File: config.mk
export PLATFORM = sky130hd
export DESIGN_NAME = vector_controller
export DESIGN_NICKNAME = d
export VERILOG_FILES = /design/src/source/vctrl_pkg.sv /design/src/source/vector_controller.sv /design/src/source/issue_ctrl.sv /design/src/source/req_buffer.sv /design/src/source/vcsr_file.sv
export SDC_FILE = /design/constraint.sdc
export NUM_CORES = 1
export LEC_CHECK = 0
export ABC_AREA = 0
export BUFFER_PORTS_ARGS = -buffer_cell sky130_fd_sc_hd__buf_4
export CORE_ASPECT_RATIO = 0.75
export CORE_MARGIN = 4
export CORE_UTILIZATION = 32
export DETAILED_ROUTE_END_ITERATION = 10
export PLACE_DENSITY = 0.63
export SLEW_MARGIN = 20
export SYNTH_ARGS = -nofsm -noshare
export SYNTH_HDL_FRONTEND = slang
export SYNTH_SLANG_ARGS = --single-unit
File: constraint.sdc
create_clock -name clk_i -period 11.6 [get_ports clk_i]
set_clock_uncertainty 0.15 [all_clocks]
set_input_delay 0.58 -clock clk_i [delete_from_list [all_inputs] [get_ports clk_i]]
set_output_delay 0.58 -clock clk_i [all_outputs]
set_load 0.005 [all_outputs]
File: src/source/vctrl_pkg.sv
// Vector controller constants, CSR addresses, enums and packed request/response structs
package vctrl_pkg;

  ////////////////////////////////////////////////////////////////////////////
  // Machine parameters
  ////////////////////////////////////////////////////////////////////////////

  localparam int unsigned VLEN  = 256;
  localparam int unsigned VLENB = VLEN / 8;
  localparam int unsigned ELEN  = 32;
  localparam int unsigned MAXVL = VLEN;
  localparam int unsigned VL_W  = $clog2(MAXVL + 1);
  localparam int unsigned ID_W  = 4;

  // Standard vector CSR addresses
  localparam logic [11:0] CSR_VSTART = 12'h008;
  localparam logic [11:0] CSR_VXSAT  = 12'h009;
  localparam logic [11:0] CSR_VXRM   = 12'h00A;
  localparam logic [11:0] CSR_VCSR   = 12'h00F;
  localparam logic [11:0] CSR_VL     = 12'hC20;
  localparam logic [11:0] CSR_VTYPE  = 12'hC21;
  localparam logic [11:0] CSR_VLENB  = 12'hC22;

  ////////////////////////////////////////////////////////////////////////////
  // Vector configuration types
  ////////////////////////////////////////////////////////////////////////////

  typedef logic [VL_W-1:0] vlen_t;

  typedef enum logic [1:0] {
    EW_8  = 2'd0,
    EW_16 = 2'd1,
    EW_32 = 2'd2,
    EW_64 = 2'd3
  } vsew_e;

  // Fractional settings use the top half, read as signed log2 of LMUL
  typedef enum logic [2:0] {
    LMUL_1   = 3'd0,
    LMUL_2   = 3'd1,
    LMUL_4   = 3'd2,
    LMUL_8   = 3'd3,
    LMUL_RES = 3'd4,
    LMUL_F8  = 3'd5,
    LMUL_F4  = 3'd6,
    LMUL_F2  = 3'd7
  } vlmul_e;

  typedef struct packed {
    logic   vill;
    logic   vma;
    logic   vta;
    vsew_e  vsew;
    vlmul_e vlmul;
  } vtype_t;

  localparam vtype_t VTYPE_RESET = '{vill: 1'b1, vma: 1'b0, vta: 1'b0, vsew: EW_8, vlmul: LMUL_1};

  ////////////////////////////////////////////////////////////////////////////
  // Instruction and handshake payloads
  ////////////////////////////////////////////////////////////////////////////

  typedef enum logic [1:0] {CON, VFU, LSU, SLD} ex_unit_e;

  typedef enum logic [1:0] {VCFG, VCSR, VEXEC} vop_e;

  // Only vstart is writable through these commands
  typedef enum logic [1:0] {CSR_NONE, CSR_WRITE, CSR_SET, CSR_CLEAR} csr_cmd_e;

  typedef struct packed {
    logic [ID_W-1:0] id;
    vop_e            op;
    ex_unit_e        ex_unit;
    logic            illegal;
    logic [31:0]     rs1;
    logic [4:0]      rd;
    logic            use_rd;
    logic [11:0]     csr_addr;
    csr_cmd_e        csr_cmd;
    vtype_t          vtype;
    logic            keep_vl;
    logic            reset_vstart;
    vlen_t           vl;
    vlen_t           vstart;
  } vreq_t;

  typedef struct packed {
    logic accept;
    logic writeback;
    logic loadstore;
  } issue_resp_t;

  typedef struct packed {
    logic [ID_W-1:0] id;
    logic [4:0]      rd;
    logic [31:0]     data;
    logic            we;
  } result_t;

  typedef struct packed {
    logic vfu;
    logic vlsu;
    logic vsldu;
  } unit_ready_t;

endpackage
File: src/source/vector_controller.sv
// Vector issue controller top level with CSR file, request buffer and issue logic
`timescale 1ns/1ps

module vector_controller (
  input  logic                   clk_i,
  input  logic                   rst_n_i,
  // Core issue
  input  logic                   issue_valid_i,
  output logic                   issue_ready_o,
  input  vctrl_pkg::vreq_t       issue_req_i,
  output vctrl_pkg::issue_resp_t issue_resp_o,
  // Core result
  output logic                   result_valid_o,
  input  logic                   result_ready_i,
  output vctrl_pkg::result_t     result_o,
  // Execution units
  output logic                   unit_req_valid_o,
  output vctrl_pkg::vreq_t       unit_req_o,
  input  vctrl_pkg::unit_ready_t unit_ready_i
);

  vctrl_pkg::vtype_t cur_vtype;
  vctrl_pkg::vlen_t  cur_vl;
  vctrl_pkg::vlen_t  cur_vstart;
  vctrl_pkg::vlen_t  new_vl;
  logic [31:0]       csr_rdata;
  logic              push_valid;
  logic              head_valid;
  vctrl_pkg::vreq_t  head;
  logic              pop;

  vcsr_file i_vcsr_file (
    .clk_i      (clk_i     ),
    .rst_n_i    (rst_n_i   ),
    .pop_i      (pop       ),
    .req_i      (head      ),
    .vtype_o    (cur_vtype ),
    .vl_o       (cur_vl    ),
    .vstart_o   (cur_vstart),
    .new_vl_o   (new_vl    ),
    .csr_rdata_o(csr_rdata )
  );

  req_buffer i_req_buffer (
    .clk_i       (clk_i        ),
    .rst_n_i     (rst_n_i      ),
    .push_valid_i(push_valid   ),
    .push_ready_o(issue_ready_o),
    .push_data_i (issue_req_i  ),
    .pop_valid_o (head_valid   ),
    .pop_ready_i (pop          ),
    .pop_data_o  (head         )
  );

  issue_ctrl i_issue_ctrl (
    .issue_valid_i   (issue_valid_i   ),
    .issue_req_i     (issue_req_i     ),
    .cur_vtype_i     (cur_vtype       ),
    .cur_vl_i        (cur_vl          ),
    .cur_vstart_i    (cur_vstart      ),
    .new_vl_i        (new_vl          ),
    .csr_rdata_i     (csr_rdata       ),
    .head_valid_i    (head_valid      ),
    .head_i          (head            ),
    .unit_ready_i    (unit_ready_i    ),
    .result_ready_i  (result_ready_i  ),
    .issue_resp_o    (issue_resp_o    ),
    .push_valid_o    (push_valid      ),
    .pop_o           (pop             ),
    .unit_req_valid_o(unit_req_valid_o),
    .unit_req_o      (unit_req_o      ),
    .result_valid_o  (result_valid_o  ),
    .result_o        (result_o        )
  );

endmodule

File: src/source/issue_ctrl.sv
// Issue decision, unit stall and pop, CSR stamping, result retirement and checks
`timescale 1ns/1ps

module issue_ctrl (
  input  logic                   issue_valid_i,
  input  vctrl_pkg::vreq_t       issue_req_i,
  input  vctrl_pkg::vtype_t      cur_vtype_i,
  input  vctrl_pkg::vlen_t       cur_vl_i,
  input  vctrl_pkg::vlen_t       cur_vstart_i,
  input  vctrl_pkg::vlen_t       new_vl_i,
  input  logic [31:0]            csr_rdata_i,
  input  logic                   head_valid_i,
  input  vctrl_pkg::vreq_t       head_i,
  input  vctrl_pkg::unit_ready_t unit_ready_i,
  input  logic                   result_ready_i,
  output vctrl_pkg::issue_resp_t issue_resp_o,
  output logic                   push_valid_o,
  output logic                   pop_o,
  output logic                   unit_req_valid_o,
  output vctrl_pkg::vreq_t       unit_req_o,
  output logic                   result_valid_o,
  output vctrl_pkg::result_t     result_o
);

  logic head_stall;
  logic head_is_con;

  ////////////////////////////////////////////////////////////////////////////
  // Accept
  ////////////////////////////////////////////////////////////////////////////

  // Vector work needs a valid vtype, config and CSR ops do not
  always_comb begin : proc_resp
    issue_resp_o.accept    = !issue_req_i.illegal
                          && !(issue_req_i.ex_unit != vctrl_pkg::CON && cur_vtype_i.vill);
    issue_resp_o.writeback = (issue_req_i.ex_unit == vctrl_pkg::CON) && issue_req_i.use_rd;
    issue_resp_o.loadstore = issue_req_i.ex_unit == vctrl_pkg::LSU;
  end

  assign push_valid_o = issue_valid_i && issue_resp_o.accept;

  ////////////////////////////////////////////////////////////////////////////
  // Stall and pop
  ////////////////////////////////////////////////////////////////////////////

  always_comb begin : proc_stall
    unique case (head_i.ex_unit)
      vctrl_pkg::CON: head_stall = !result_ready_i;
      vctrl_pkg::VFU: head_stall = !unit_ready_i.vfu;
      vctrl_pkg::LSU: head_stall = !unit_ready_i.vlsu;
      default:        head_stall = !unit_ready_i.vsldu;
    endcase
  end

  assign head_is_con      = head_i.ex_unit == vctrl_pkg::CON;
  assign pop_o            = head_valid_i && !head_stall;
  assign unit_req_valid_o = pop_o && !head_is_con;
  assign result_valid_o   = pop_o && head_is_con;

  // Units see the CSRs as they are before this instruction retires
  always_comb begin : proc_stamp
    unit_req_o = head_i;
    if (!head_is_con) begin
      unit_req_o.vl     = cur_vl_i;
      unit_req_o.vstart = cur_vstart_i;
      // Loads and stores carry their own element width
      if (head_i.ex_unit != vctrl_pkg::LSU) begin
        unit_req_o.vtype = cur_vtype_i;
      end
    end
  end

  ////////////////////////////////////////////////////////////////////////////
  // Retire
  ////////////////////////////////////////////////////////////////////////////

  always_comb begin : proc_result
    result_o    = '0;
    result_o.id = head_i.id;
    result_o.rd = head_i.rd;
    result_o.we = 1'b1;
    if (head_i.op == vctrl_pkg::VCFG) begin
      result_o.data = {{(32 - vctrl_pkg::VL_W){1'b0}}, new_vl_i};
    end else if (head_i.op == vctrl_pkg::VCSR && head_i.use_rd) begin
      // Old CSR value, the update lands next cycle
      result_o.data = csr_rdata_i;
    end
  end

  ////////////////////////////////////////////////////////////////////////////
  // Checks
  ////////////////////////////////////////////////////////////////////////////

  always_comb begin : proc_checks
    if (unit_req_valid_o) begin
      a_no_con_to_unit: assert final (unit_req_o.ex_unit != vctrl_pkg::CON)
        else $error("controller-executed request sent to a unit");
    end
    a_one_outlet: assert final (!(result_valid_o && unit_req_valid_o))
      else $error("result and unit request in the same cycle");
  end

endmodule

File: src/source/req_buffer.sv
// One-entry fall-through request buffer between the core and the issue logic
`timescale 1ns/1ps

module req_buffer (
  input  logic             clk_i,
  input  logic             rst_n_i,
  input  logic             push_valid_i,
  output logic             push_ready_o,
  input  vctrl_pkg::vreq_t push_data_i,
  output logic             pop_valid_o,
  input  logic             pop_ready_i,
  output vctrl_pkg::vreq_t pop_data_o
);

  logic             full_q;
  vctrl_pkg::vreq_t data_q;
  logic             store;

  // Empty buffer passes the request straight through
  assign push_ready_o = !full_q;
  assign pop_valid_o  = full_q || push_valid_i;
  assign pop_data_o   = full_q ? data_q : push_data_i;

  // Keep it only if it could not leave right away
  assign store = push_valid_i && push_ready_o && !pop_ready_i;

  always_ff @(posedge clk_i) begin
    if (!rst_n_i) begin
      full_q <= 1'b0;
    end else if (store) begin
      full_q <= 1'b1;
    end else if (full_q && pop_ready_i) begin
      full_q <= 1'b0;
    end
  end

  always_ff @(posedge clk_i) begin
    if (store) begin
      data_q <= push_data_i;
    end
  end

  // The core only pushes while the entry is free
  a_no_push_when_full: assert property (@(posedge clk_i) disable iff (!rst_n_i)
    push_valid_i |-> push_ready_o)
    else $error("push while the buffer is full");

endmodule

File: src/source/vcsr_file.sv
// Vector CSR registers with vtype legality, vlmax and vl computation and CSR read mux
`timescale 1ns/1ps

module vcsr_file (
  input  logic               clk_i,
  input  logic               rst_n_i,
  input  logic               pop_i,
  input  vctrl_pkg::vreq_t   req_i,
  output vctrl_pkg::vtype_t  vtype_o,
  output vctrl_pkg::vlen_t   vl_o,
  output vctrl_pkg::vlen_t   vstart_o,
  output vctrl_pkg::vlen_t   new_vl_o,
  output logic [31:0]        csr_rdata_o
);

  vctrl_pkg::vlen_t  vstart_q, vstart_d;
  vctrl_pkg::vlen_t  vl_q, vl_d;
  vctrl_pkg::vtype_t vtype_q, vtype_d;

  vctrl_pkg::vlen_t  vlmax_base;
  vctrl_pkg::vlen_t  vlmax;
  vctrl_pkg::vlen_t  avl_vl;
  logic [31:0]       sew_bits;
  logic              frac_bad;
  logic              ratio_change;
  logic              cfg_illegal;
  logic signed [4:0] ratio_req;
  logic signed [4:0] ratio_cur;

  ////////////////////////////////////////////////////////////////////////////
  // Configuration legality
  ////////////////////////////////////////////////////////////////////////////

  // Fractional LMUL 1/f needs SEW <= ELEN/f
  assign sew_bits = 32'd8 << req_i.vtype.vsew;

  always_comb begin : proc_frac
    unique case (req_i.vtype.vlmul)
      vctrl_pkg::LMUL_F2: frac_bad = sew_bits > (vctrl_pkg::ELEN / 2);
      vctrl_pkg::LMUL_F4: frac_bad = sew_bits > (vctrl_pkg::ELEN / 4);
      default:            frac_bad = 1'b0;
    endcase
  end

  // log2(SEW/8) - log2(LMUL), the vlmul encoding is already signed log2
  assign ratio_req = $signed({3'b000, req_i.vtype.vsew})
                   - $signed({{2{req_i.vtype.vlmul[2]}}, req_i.vtype.vlmul});
  assign ratio_cur = $signed({3'b000, vtype_q.vsew})
                   - $signed({{2{vtype_q.vlmul[2]}}, vtype_q.vlmul});

  assign ratio_change = req_i.keep_vl && (ratio_req != ratio_cur);

  assign cfg_illegal = (req_i.vtype.vsew > vctrl_pkg::EW_32)
                    || (req_i.vtype.vlmul == vctrl_pkg::LMUL_RES)
                    || (req_i.vtype.vlmul == vctrl_pkg::LMUL_F8)
                    || frac_bad
                    || ratio_change;

  ////////////////////////////////////////////////////////////////////////////
  // vlmax and new vl
  ////////////////////////////////////////////////////////////////////////////

  assign vlmax_base = vctrl_pkg::vlen_t'(vctrl_pkg::VLENB) >> req_i.vtype.vsew;

  always_comb begin : proc_vlmax
    unique case (req_i.vtype.vlmul)
      vctrl_pkg::LMUL_F2: vlmax = vlmax_base >> 1;
      vctrl_pkg::LMUL_F4: vlmax = vlmax_base >> 2;
      vctrl_pkg::LMUL_2:  vlmax = vlmax_base << 1;
      vctrl_pkg::LMUL_4:  vlmax = vlmax_base << 2;
      vctrl_pkg::LMUL_8:  vlmax = vlmax_base << 3;
      default:            vlmax = vlmax_base;
    endcase
  end

  // All ones in rs1 requests vlmax
  assign avl_vl = (req_i.rs1 == '1) ? vlmax :
                  ({{(32 - vctrl_pkg::VL_W){1'b0}}, vlmax} < req_i.rs1) ? vlmax :
                  vctrl_pkg::vlen_t'(req_i.rs1);

  // Next CSR state if the head pops this cycle
  always_comb begin : proc_next
    vstart_d = vstart_q;
    vl_d     = vl_q;
    vtype_d  = vtype_q;

    if (req_i.reset_vstart) begin
      vstart_d = '0;
    end

    if (req_i.op == vctrl_pkg::VCSR && req_i.csr_addr == vctrl_pkg::CSR_VSTART) begin
      unique case (req_i.csr_cmd)
        vctrl_pkg::CSR_WRITE: vstart_d = vctrl_pkg::vlen_t'(req_i.rs1);
        vctrl_pkg::CSR_SET:   vstart_d = vstart_q | vctrl_pkg::vlen_t'(req_i.rs1);
        vctrl_pkg::CSR_CLEAR: vstart_d = vstart_q & ~vctrl_pkg::vlen_t'(req_i.rs1);
        default:              vstart_d = vstart_d;
      endcase
    end

    if (req_i.op == vctrl_pkg::VCFG) begin
      if (cfg_illegal) begin
        vtype_d = vctrl_pkg::VTYPE_RESET;
        vl_d    = '0;
      end else begin
        vtype_d      = req_i.vtype;
        vtype_d.vill = 1'b0;
        if (!req_i.keep_vl) begin
          vl_d = avl_vl;
        end
      end
    end
  end

  always_ff @(posedge clk_i) begin
    if (!rst_n_i) begin
      vstart_q <= '0;
      vl_q     <= '0;
      vtype_q  <= vctrl_pkg::VTYPE_RESET;
    end else if (pop_i) begin
      vstart_q <= vstart_d;
      vl_q     <= vl_d;
      vtype_q  <= vtype_d;
    end
  end

  ////////////////////////////////////////////////////////////////////////////
  // CSR read
  ////////////////////////////////////////////////////////////////////////////

  always_comb begin : proc_rdata
    unique case (req_i.csr_addr)
      vctrl_pkg::CSR_VSTART: csr_rdata_o = {{(32 - vctrl_pkg::VL_W){1'b0}}, vstart_q};
      vctrl_pkg::CSR_VL:     csr_rdata_o = {{(32 - vctrl_pkg::VL_W){1'b0}}, vl_q};
      vctrl_pkg::CSR_VTYPE:  csr_rdata_o = {{(32 - $bits(vctrl_pkg::vtype_t)){1'b0}}, vtype_q};
      vctrl_pkg::CSR_VLENB:  csr_rdata_o = 32'(vctrl_pkg::VLENB);
      // Fixed-point state is not implemented
      vctrl_pkg::CSR_VXSAT,
      vctrl_pkg::CSR_VXRM,
      vctrl_pkg::CSR_VCSR:   csr_rdata_o = '0;
      default:               csr_rdata_o = '0;
    endcase
  end

  assign vtype_o  = vtype_q;
  assign vl_o     = vl_q;
  assign vstart_o = vstart_q;
  assign new_vl_o = vl_d;

  a_vill_clears_vl: assert property (@(posedge clk_i) disable iff (!rst_n_i)
    vtype_q.vill |-> (vl_q == '0))
    else $error("vill set with nonzero vl %0h", vl_q);

endmodule

* After elaboration in Yosys (flattened, before gate mapping)
Cells that the tools add are included.
** Cells by class
- Add/sub/neg operators :: 2
- Order comparisons :: 4
- Equal/unequal tests :: 21
- Shifts and indexed selects :: 2
- Mux-type cells :: 21
- Bitwise gates (word level) :: 3
- Reduce and logical (&&, ||, !) cells :: 34
** Operator list (count)
- 89-bit 2-to-1 mux :: 1
- 9-bit 2-to-1 mux :: 8
- 9-bit one-hot mux with 5 select lines :: 1
- 12-bit equality test, second input constant :: 3
- 9-bit one-hot mux with 4 select lines :: 1
- 32-bit equality test, second input constant :: 1
- 32-bit by 4-bit greater-than comparator with 1-bit output, second input constant :: 1
- 32-bit by 5-bit greater-than comparator with 1-bit output, second input constant :: 1
- 9-bit by 32-bit < comparator with 1-bit output :: 1
- 32-bit 2-to-1 mux :: 1
- 4-bit by 2-bit left shift with 32-bit output, first input constant :: 1
- 9-bit one-hot mux with 3 select lines :: 1
- 8-bit 2-to-1 mux :: 3
- 18-bit 2-to-1 mux :: 1
- 1-bit logical AND :: 13
- 12-bit by 4-bit equality test with 1-bit output, second input constant :: 1
- 3-bit equality test, second input constant :: 4
- 1-bit logical NOT :: 10
- 9-bit AND :: 1
- 9-bit inverter :: 1
- 9-bit OR :: 1
- 6-bit by 2-bit >> shifter with 9-bit output, first input constant :: 1
- 2-bit equality test, second input constant :: 4
- 3-bit by 3-bit subtractor with 4-bit output :: 2
- 13 further kinds :: 24
** Storage, ports and cells
- Bits in registers :: 116
- Input port bits :: 96
- Output and inout port bits :: 137
- Word-level logic and storage cells :: 113

* Depth between registers and ports, before layout
Gate-level depths: netlist of run 1.
- Word-level depth :: 10
- Gate-level depth with buffers :: 16
- Depth with buffers taken out :: 13

* Modules after synthesis
From an unflattened synthesis of run 1, not the netlist that was laid out.
** Unflattened totals
- Cell total of the unflattened synthesis :: 699
- Area total of the unflattened synthesis :: 7978.9 um^2
** By module, submodules not included
- req_buffer :: times used 1, cells each 193, area an instance 4185.3 um^2, seq. area each 2692.6 um^2
- vcsr_file :: times used 1, cells each 331, area an instance 2442.3 um^2, seq. area each 520.5 um^2
- issue_ctrl :: times used 1, cells each 175, area an instance 1351.3 um^2, seq. area each 0.0 um^2

* Least setup slack after synthesis of run 1
OpenSTA, ideal clock, no wires.
- Path kind :: reg-to-reg
- From :: register i_req_buffer.full_q
- To :: register i_req_buffer.data_q[0] in the netlist's numbering, enable pin
- Setup time :: 0.646 ns
- Arrival :: 7.550 ns
- Required time :: 10.804 ns
- Slack :: 3.254 ns
- Cell stages (with the launch flop) :: 9
- Buffers on the path :: 7
- Period minus slack after synthesis :: 8.346 ns
- Path through :: dfxtp_1 buf_6 buf_6 buf_4 buf_2 buf_4 buf_2 buf_2 nor3_1
** Between the ends
- Word-level cells in the longest chain between the ends :: 7
- Elaborated cells between the ends (all ways) :: 12
- Those cells by class :: eq/ne: 2; mux: 2; reduce/logical: 8
** Ends and longest elaborated chain
- start, declared :: RTL line req_buffer.sv:15 : logic full_q;
- start signal, assigned :: RTL line req_buffer.sv:29 : full_q <= 1'b0;
- start signal, assigned :: RTL line req_buffer.sv:31 : full_q <= 1'b1;
- start signal, assigned :: RTL line req_buffer.sv:33 : full_q <= 1'b0;
- 89-bit 2-to-1 mux :: RTL line req_buffer.sv:22 : assign pop_data_o = full_q ? data_q : push_data_i;
- 2-bit equality test (tied with other cells) :: RTL line issue_ctrl.sv:47 : unique case (head_i.ex_unit)
- 1-bit one-hot mux with 3 select lines :: RTL line issue_ctrl.sv:47
- 1-bit logical NOT :: RTL line issue_ctrl.sv:56 : assign pop_o = head_valid_i && !head_stall;
- 1-bit logical AND :: RTL line issue_ctrl.sv:56
- 1-bit logical NOT :: RTL line req_buffer.sv:25 : assign store = push_valid_i && push_ready_o && !pop_ready_i;
- 1-bit logical AND (*) :: RTL line req_buffer.sv:25
- net i_req_buffer.store :: RTL line req_buffer.sv:17 : logic store;
- end signal, assigned :: RTL line req_buffer.sv:39 : data_q <= push_data_i;
- end, declared :: RTL line req_buffer.sv:16 : vctrl_pkg::vreq_t data_q;
The timed path passes the listed nets; every way through them passes the cells marked *.
A chain may end at the register's enable or synchronous reset.

==> results.yml, run 1 <==
outcome:
  status: "complete, no violations"
critical_path:
  crit_chain: "mux2i_1, inv_1, nor2_1, nand2_1, nor3_1, ha_1, nand4_1, a2111oi_1, o2111a_2, mux2_2, a21oi_1, o22ai_1, buf_4"
  worstPathMaxFanout: 26
  slowest_stage: "dfxtp_4"
  critPathKind: "flop to output port"
  slowest_delay_ns: 0.61
  path_delay_family: "compound AO/OA/AOI/OAI gates"
  r2r_setup_slack_ns: 7.17
  crit_buf_inv: 2
  critPathCaptureType: "output port"
  crit_required_ns: 10.87
  ff2ff_path_depth: 7
  timing.rr.end: "i_vcsr_file.vl_o[2]"
  r2r-start: "i_req_buffer.full_q"
  startpoint_type: "flop"
  cp.arrival_ns: 4.59
clock_network:
  cts-htree-levels: 4
  clk_pin_slew_worst_paths_ns: 0.06
  clk_path_buf_depth: 2
  hold_buffers: 0
  cts_tree: "built"
  root_buffer: "clkbuf_16"
  cts_buffers: 17
  cts_num_sinks: 116
  post-cts-setup-buffers: 0
  cts_resized: 0
  insertion_delay_ns: 0.42
timing:
  worst_slew_pin_slew_ns: 1.03
  finalHoldViolations: 0
  fin_tns_setup_ns: 0
  slew_viol_final: 0
  layout_min_cycle_time_ns: 5.32
  setup_slack_ns: 6.28
  period_share: 0.458
  rsz0062_at_grt: "false"
  max_freq_mhz: 188
  slew_headroom: 0.300
  setup_viol: 0
floorplanning:
  die_height_um: 133
  initial_utilization: 0.327
  ioPinCount: 233
  core_um2: 20300
  num_rows: 45
  fp.dieW_um: 174
  dieArea_um2: 23100
route:
  wl_per_cell_um: 18.8
  drt_iter0_markers: 520
  viasPerCell: 5.01
  routed_wl_mm: 20.9
  drc: 0
  vias: 5591
  drt-pass1-iter-count: 5
  antenna_left: 0
place:
  gp_congestion: 0.916
  io_buffers: 208
  dpl_worst_slack_ns: 6.73
  dp_cells: 1083
  dpl.hpwl_mm: 16.0
  place_area_um2: 8300
yosys:
  syn_area_um2: 6640
  syn_inst: 626
  synth_ff_type: "edfxtp_1"
  synth_seq_cells: 116
  synth-edff-count: 89
  ys_types: 62
  ys_seq_area_frac: 0.484
  ys_warn_count: 0
  synth_area_per_cell_um2: 10.6
  yosys.area.top_type_share: 0.402
  yosysTopAreaCell: "edfxtp_1"
  synthArstFlopShare: 0
  synth_area_leaders: "edfxtp_1, mux2_2, dfxtp_1"
final_layout:
  final_core_utilization: 0.438
  multi_input_area_um2: 3010
  seq_area_um2: 3220
  diodes: 0
  final_area_um2: 8900
  syn_to_final_growth_pct: 34.1
  nNetsFinal: 930
  fillers: 1965
  fin_cells: 1115
  drive_above_1_share: 0.375
pwr:
  leakage_nw: 3.36
  peakVddDrop_uv: 63.2
  p_per_area_nw_per_um2: 129
grt:
  antenna_found_initial: 0
  overflow: 0
  grt_usage: 0.178
  grt_start_max_net_pins: 57
  grt_pass1_vias: 5631
  grt_pass1_wl_mm: 32.4
min_path:
  hold_end: "i_req_buffer.data_q[87]"
  hold_path_class: "primary input to flop"
  hp-start: "issue_req_i[87]"
  min_path_cells: 1
flow_run:
  maxCapViolCount: 0
-- state kept, by name, summed over array words and instances (netlist names) --
signal	flops
i_req_buffer.data_q	89
i_vcsr_file.vstart_o	9
i_req_buffer.full_q	1
i_vcsr_file.vl_o	9
i_vcsr_file.vtype_o	8
-- cell usage after synthesis (3+ instances only) --
cell	n
edfxtp_1	89
nand2_1	54
mux2_2	49
nor2_1	43
mux2i_1	38
a21oi_1	35
buf_4	35
nand3_1	35
inv_1	28
dfxtp_1	27
o21ai_0	26
o22ai_1	14
ha_1	12
clkbuf_1	11
nor4_1	11
a211oi_1	10
nor3_1	10
o211ai_1	9
buf_2	8
o31ai_1	7
xnor2_1	5
buf_1	4
nand4_1	4
o32ai_1	4
buf_6	3
mux2_4	3
nor2b_1	3
o21ai_1	3
-- power by group --
| part | internal [mW] | total [mW] | switching, mW |
|---|---|---|---|
| clock | 0.344 | 0.541 | 0.197 |
| combinational | 0.0754 | 0.152 | 0.0765 |
| sequential | 0.453 | 0.455 | 0.00271 |
-- layer usage --
metal | up-vias | global-route usage | wire (um)
met5 | - | 0 | 0
met4 | 0 | 0.0519 | 403
met3 | 28 | 0.0711 | 2130
met2 | 238 | 0.259 | 8960
met1 | 2659 | 0.245 | 9440
li1 | 2666 | - | -
-- how the worst max path moves through the flow --
stage	startpoint	endpoint	slack, ns	cells after the start
global placement	i_req_buffer.full_q	result_o[6]	6.91	13
floorplan	i_req_buffer.full_q	i_req_buffer.data_q[0]	3.25	8
finish	i_req_buffer.full_q	result_o[6]	6.28	13
CTS	i_req_buffer.full_q	result_o[6]	6.28	13
global route	i_req_buffer.full_q	result_o[6]	5.90	13
detailed placement	i_req_buffer.full_q	result_o[6]	6.73	13
-- logic make-up after synthesis --
family                     Yosys count  synth area share
DFF                                116             0.484
other                                2           0.00113
xor gates and xnor gates             7           0.00923
muxes                               94             0.158
adders and majority gates           14            0.0286
AOI/OAI and AO/OA                  124             0.116
and+or+nand+nor                    177             0.126
buffers and inverters               92            0.0772
-- area by class of cell --
cell class,instances,share of cell area
Clock buffer,20,0.0502
Clock inverter,12,0.0173
Inverter,30,0.0129
Multi-Input combinational cell,440,0.338
Sequential cell,116,0.361
Tap cell,282,0.0396
Timing Repair Buffer,215,0.181
-- stage by stage --
stage | hold WS (ns) | power, mW
finish | 0.196 | 1.15
CTS | 0.174 | 1.16
global route | 0.165 | 1.20
floorplan | 0.303 | 0.541
global placement | 0.339 | 0.614
detailed placement | 0.345 | 0.616
-- cell usage in the layout, fill, tap and decap left out, types with 10 or more instances in the layout --
cell       instances
a211oi_1          10
nor4_1            11
buf_4            215
o22ai_1           14
o21ai_0           26
mux2i_1           38
edfxtp_1          89
ha_1              12
nand3_1           35
dfxtp_1           26
conb_1            24
inv_1             28
a21oi_1           35
clkbuf_16         17
nand2_1           53
nor2_1            43
mux2_2            49
(Power assumes the default switching activity.)
==> run 2: changes to the inputs <==
--- a/config.mk
+++ b/config.mk
@@ -5,13 +5,13 @@
 export SDC_FILE = /design/constraint.sdc
 export NUM_CORES = 1
 export LEC_CHECK = 0
-export ABC_AREA = 0
+export ABC_AREA = 1
 export BUFFER_PORTS_ARGS = -buffer_cell sky130_fd_sc_hd__buf_4
 export CORE_ASPECT_RATIO = 0.75
 export CORE_MARGIN = 4
 export CORE_UTILIZATION = 32
 export DETAILED_ROUTE_END_ITERATION = 10
-export PLACE_DENSITY = 0.63
+export PLACE_DENSITY = 0.65
 export SLEW_MARGIN = 20
 export SYNTH_ARGS = -nofsm -noshare
 export SYNTH_HDL_FRONTEND = slang
==> constraint.sdc (replaced) <==
create_clock -name clk_i -period 4.6 [get_ports clk_i]
set_clock_uncertainty 0.15 [all_clocks]
set_input_delay 0.23 -clock clk_i [delete_from_list [all_inputs] [get_ports clk_i]]
set_output_delay 0.23 -clock clk_i [all_outputs]
set_load 0.005 [all_outputs]
==> run 2 against run 1 <==
  * Sequential power grew to 2.5 times the previous value
  * Critical path depth increased by 9
  * Power grew to 2.5 times the previous value
  * Critical endpoint is now result_o[9]
  * Largest cell class unchanged
==> results.yml, run 2 <==
critical_path:
  cp.arrival_ns: 3.85
  slowest_stage: "dfxtp_4"
  critPathKind: "flop to output port"
  crit_chain: "inv_6, nand2_1, nand2_2, inv_1, nor2_1, inv_1, o22ai_1, a21oi_1, o21ai_0, ha_1, a21oi_1, nor2_1, a211oi_1, nand2_1, nand2_1, nand2_2, nand2_4, nand2_1, nand3_1, nand2_1, o21ai_0, buf_4"
  critPathCaptureType: "output port"
  worst_path_most_repeated_cell: "nand2_1"
  slowest_delay_ns: 0.42
  startpoint_type: "flop"
  crit_required_ns: 4.22
  worstPathMaxFanout: 19
route:
  drt_iter0_markers: 464
  antenna_left: 0
  wl_per_cell_um: 15.9
  vias: 6621
  routed_wl_mm: 22.4
  drc: 0
  drt-pass1-iter-count: 5
  viasPerCell: 4.70
grt:
  grt_usage: 0.187
  grt_pass1_vias: 6454
  grt_start_max_net_pins: 68
  grt_pass1_wl_mm: 34.7
  antenna_found_initial: 0
  overflow: 0
final_layout:
  diodes: 0
  nNetsFinal: 1225
  drive_above_1_share: 0.262
  syn_to_final_growth_pct: 46.5
  final_common_cell: "nand2_1"
  largest_reg_flops: 89
  layout_common_cells: "nand2_1, buf_4, dlygate4sd3_1"
  regMostFlops: "i_req_buffer.data_q"
yosys:
  ys_types: 45
  synth-edff-count: 89
  syn_area_um2: 6780
  synth.most_common_cell: "nand2_1"
  ys_seq_area_frac: 0.474
  synthTopCellsByCount: "nand2_1, edfxtp_1, inv_1"
  yosys.area.top_type_share: 0.394
  synth_area_leaders: "edfxtp_1, nand2_1, dfxtp_1"
  synthArstFlopShare: 0
  synth_area_per_cell_um2: 8.16
  synth_seq_cells: 116
  yosysTopAreaCell: "edfxtp_1"
  synth_ff_type: "edfxtp_1"
  syn_inst: 830
  ys_warn_count: 0
pwr:
  leakage_nw: 4.31
  power_mw: 2.91
  peakVddDrop_uv: 184
  p_per_area_nw_per_um2: 293
timing:
  rsz0062_at_grt: "false"
  period_share: 0.919
  setup_viol: 0
  max_freq_mhz: 236
  finalHoldViolations: 0
  fin_tns_setup_ns: 0
  worst_slew_pin_slew_ns: 0.876
  slew_headroom: 0.416
  layout_min_cycle_time_ns: 4.23
  slew_viol_final: 0
place:
  io_buffers: 208
  gp_congestion: 0.887
  dpl.hpwl_mm: 16.3
clock_network:
  cts_tree: "built"
  cts_num_sinks: 116
  insertion_delay_ns: 0.42
  cts-htree-levels: 4
  clk_path_buf_depth: 2
  clk_pin_slew_worst_paths_ns: 0.05
  cts_buffers: 17
  root_buffer: "clkbuf_16"
floorplanning:
  fp.dieW_um: 176
  num_rows: 45
  initial_utilization: 0.331
  ioPinCount: 233
  core_um2: 20500
  dieArea_um2: 23600
  die_height_um: 134
min_path:
  hold_path_class: "primary input to flop"
flow_run:
  maxCapViolCount: 0
outcome:
  status: "complete, no violations"
-- run 2: cell families (layout without fill, tap and decap cells) --
family                     after synthesis  count (layout)  share of synthesized area
and+or+nand+nor                        385             385                      0.243
AOI/OAI and AO/OA                      155             155                      0.131
buffers and inverters                  149             425                      0.110
DFF                                    116             116                      0.474
adders and majority gates               14              14                     0.0281
xor gates and xnor gates                 5               5                    0.00646
muxes                                    4               4                    0.00591
other                                    2              24                    0.00111
-- run 2: where the power goes --
part,total (mW),switching [mW],internal (mW)
Clock,1.28,0.525,0.754
Sequential,1.15,0.00503,1.14
Combinational,0.482,0.245,0.238
Total,2.91,0.774,2.13
-- run 2: worst max-delay path, delay by kind of cell (launching register included) --
kind,cells,cell delay (ns)
flip-flops,1,0.42
buffers and inverters,4,0.50
adder cells (fa/ha/maj),1,0.32
AO/OA/AOI/OAI,6,1.01
AND/OR/NAND/NOR,11,1.20
-- run 2: final timing paths --
kind                                start  slack [ns]                      end  cells past startpoint
hold / removal              issue_valid_i        0.17      i_req_buffer.full_q                      5
hold reg to reg   i_vcsr_file.vstart_o[8]        0.34  i_vcsr_file.vstart_o[8]                      2
setup / recovery      i_req_buffer.full_q        0.37              result_o[9]                     22
setup reg to reg      i_req_buffer.full_q        1.04   i_vcsr_file.vtype_o[0]                     15
-- run 2: area by class of cell --
| cell class | instances | area [um^2] |
|---|---|---|
| timing repair buffer | 306 | 2540 |
| clock inverter | 15 | 146 |
| fill | 2000 | 10600 |
| inverter | 87 | 332 |
| clock buffer | 17 | 425 |
| multi-input combinational | 587 | 2920 |
| sequential | 116 | 3220 |
| tap | 282 | 353 |
-- run 2: metal layers --
metal  global-route usage  vias up  part of all wire
li1                     -     3299                 -
met1                0.251     3032              0.45
met2                0.298      266              0.46
met3               0.0487       24             0.077
met4               0.0515        0             0.014
met5                    0        -                 0
-- run 2: timing repair --
item | in CTS | in global routing
setup buffers | 0 | 1
resized for setup | 0 | 4
endpoints found under the setup margin | 0 | 7
hold buffers | 90 | 0
endpoints found under the hold margin | 98 | 0
-- run 2: stage by stage --
| step | worst slack (ns) | area [um^2] | util | hold slack (ns) | instances |
|---|---|---|---|---|---|
| after global routing | 0.0370 | 9930 | 0.484 | 0.209 | 1410 |
| after CTS | 0.209 | 9910 | 0.483 | 0.146 | 1409 |
| after detailed placement | 0.667 | 8440 | 0.412 | 0.267 | 1287 |
| after global placement | 0.734 | 8440 | 0.412 | 0.265 | 1287 |
| after floorplan | 0.554 | 6870 | - | 0.179 | 852 |
| final | 0.371 | 9930 | 0.484 | 0.171 | 1410 |
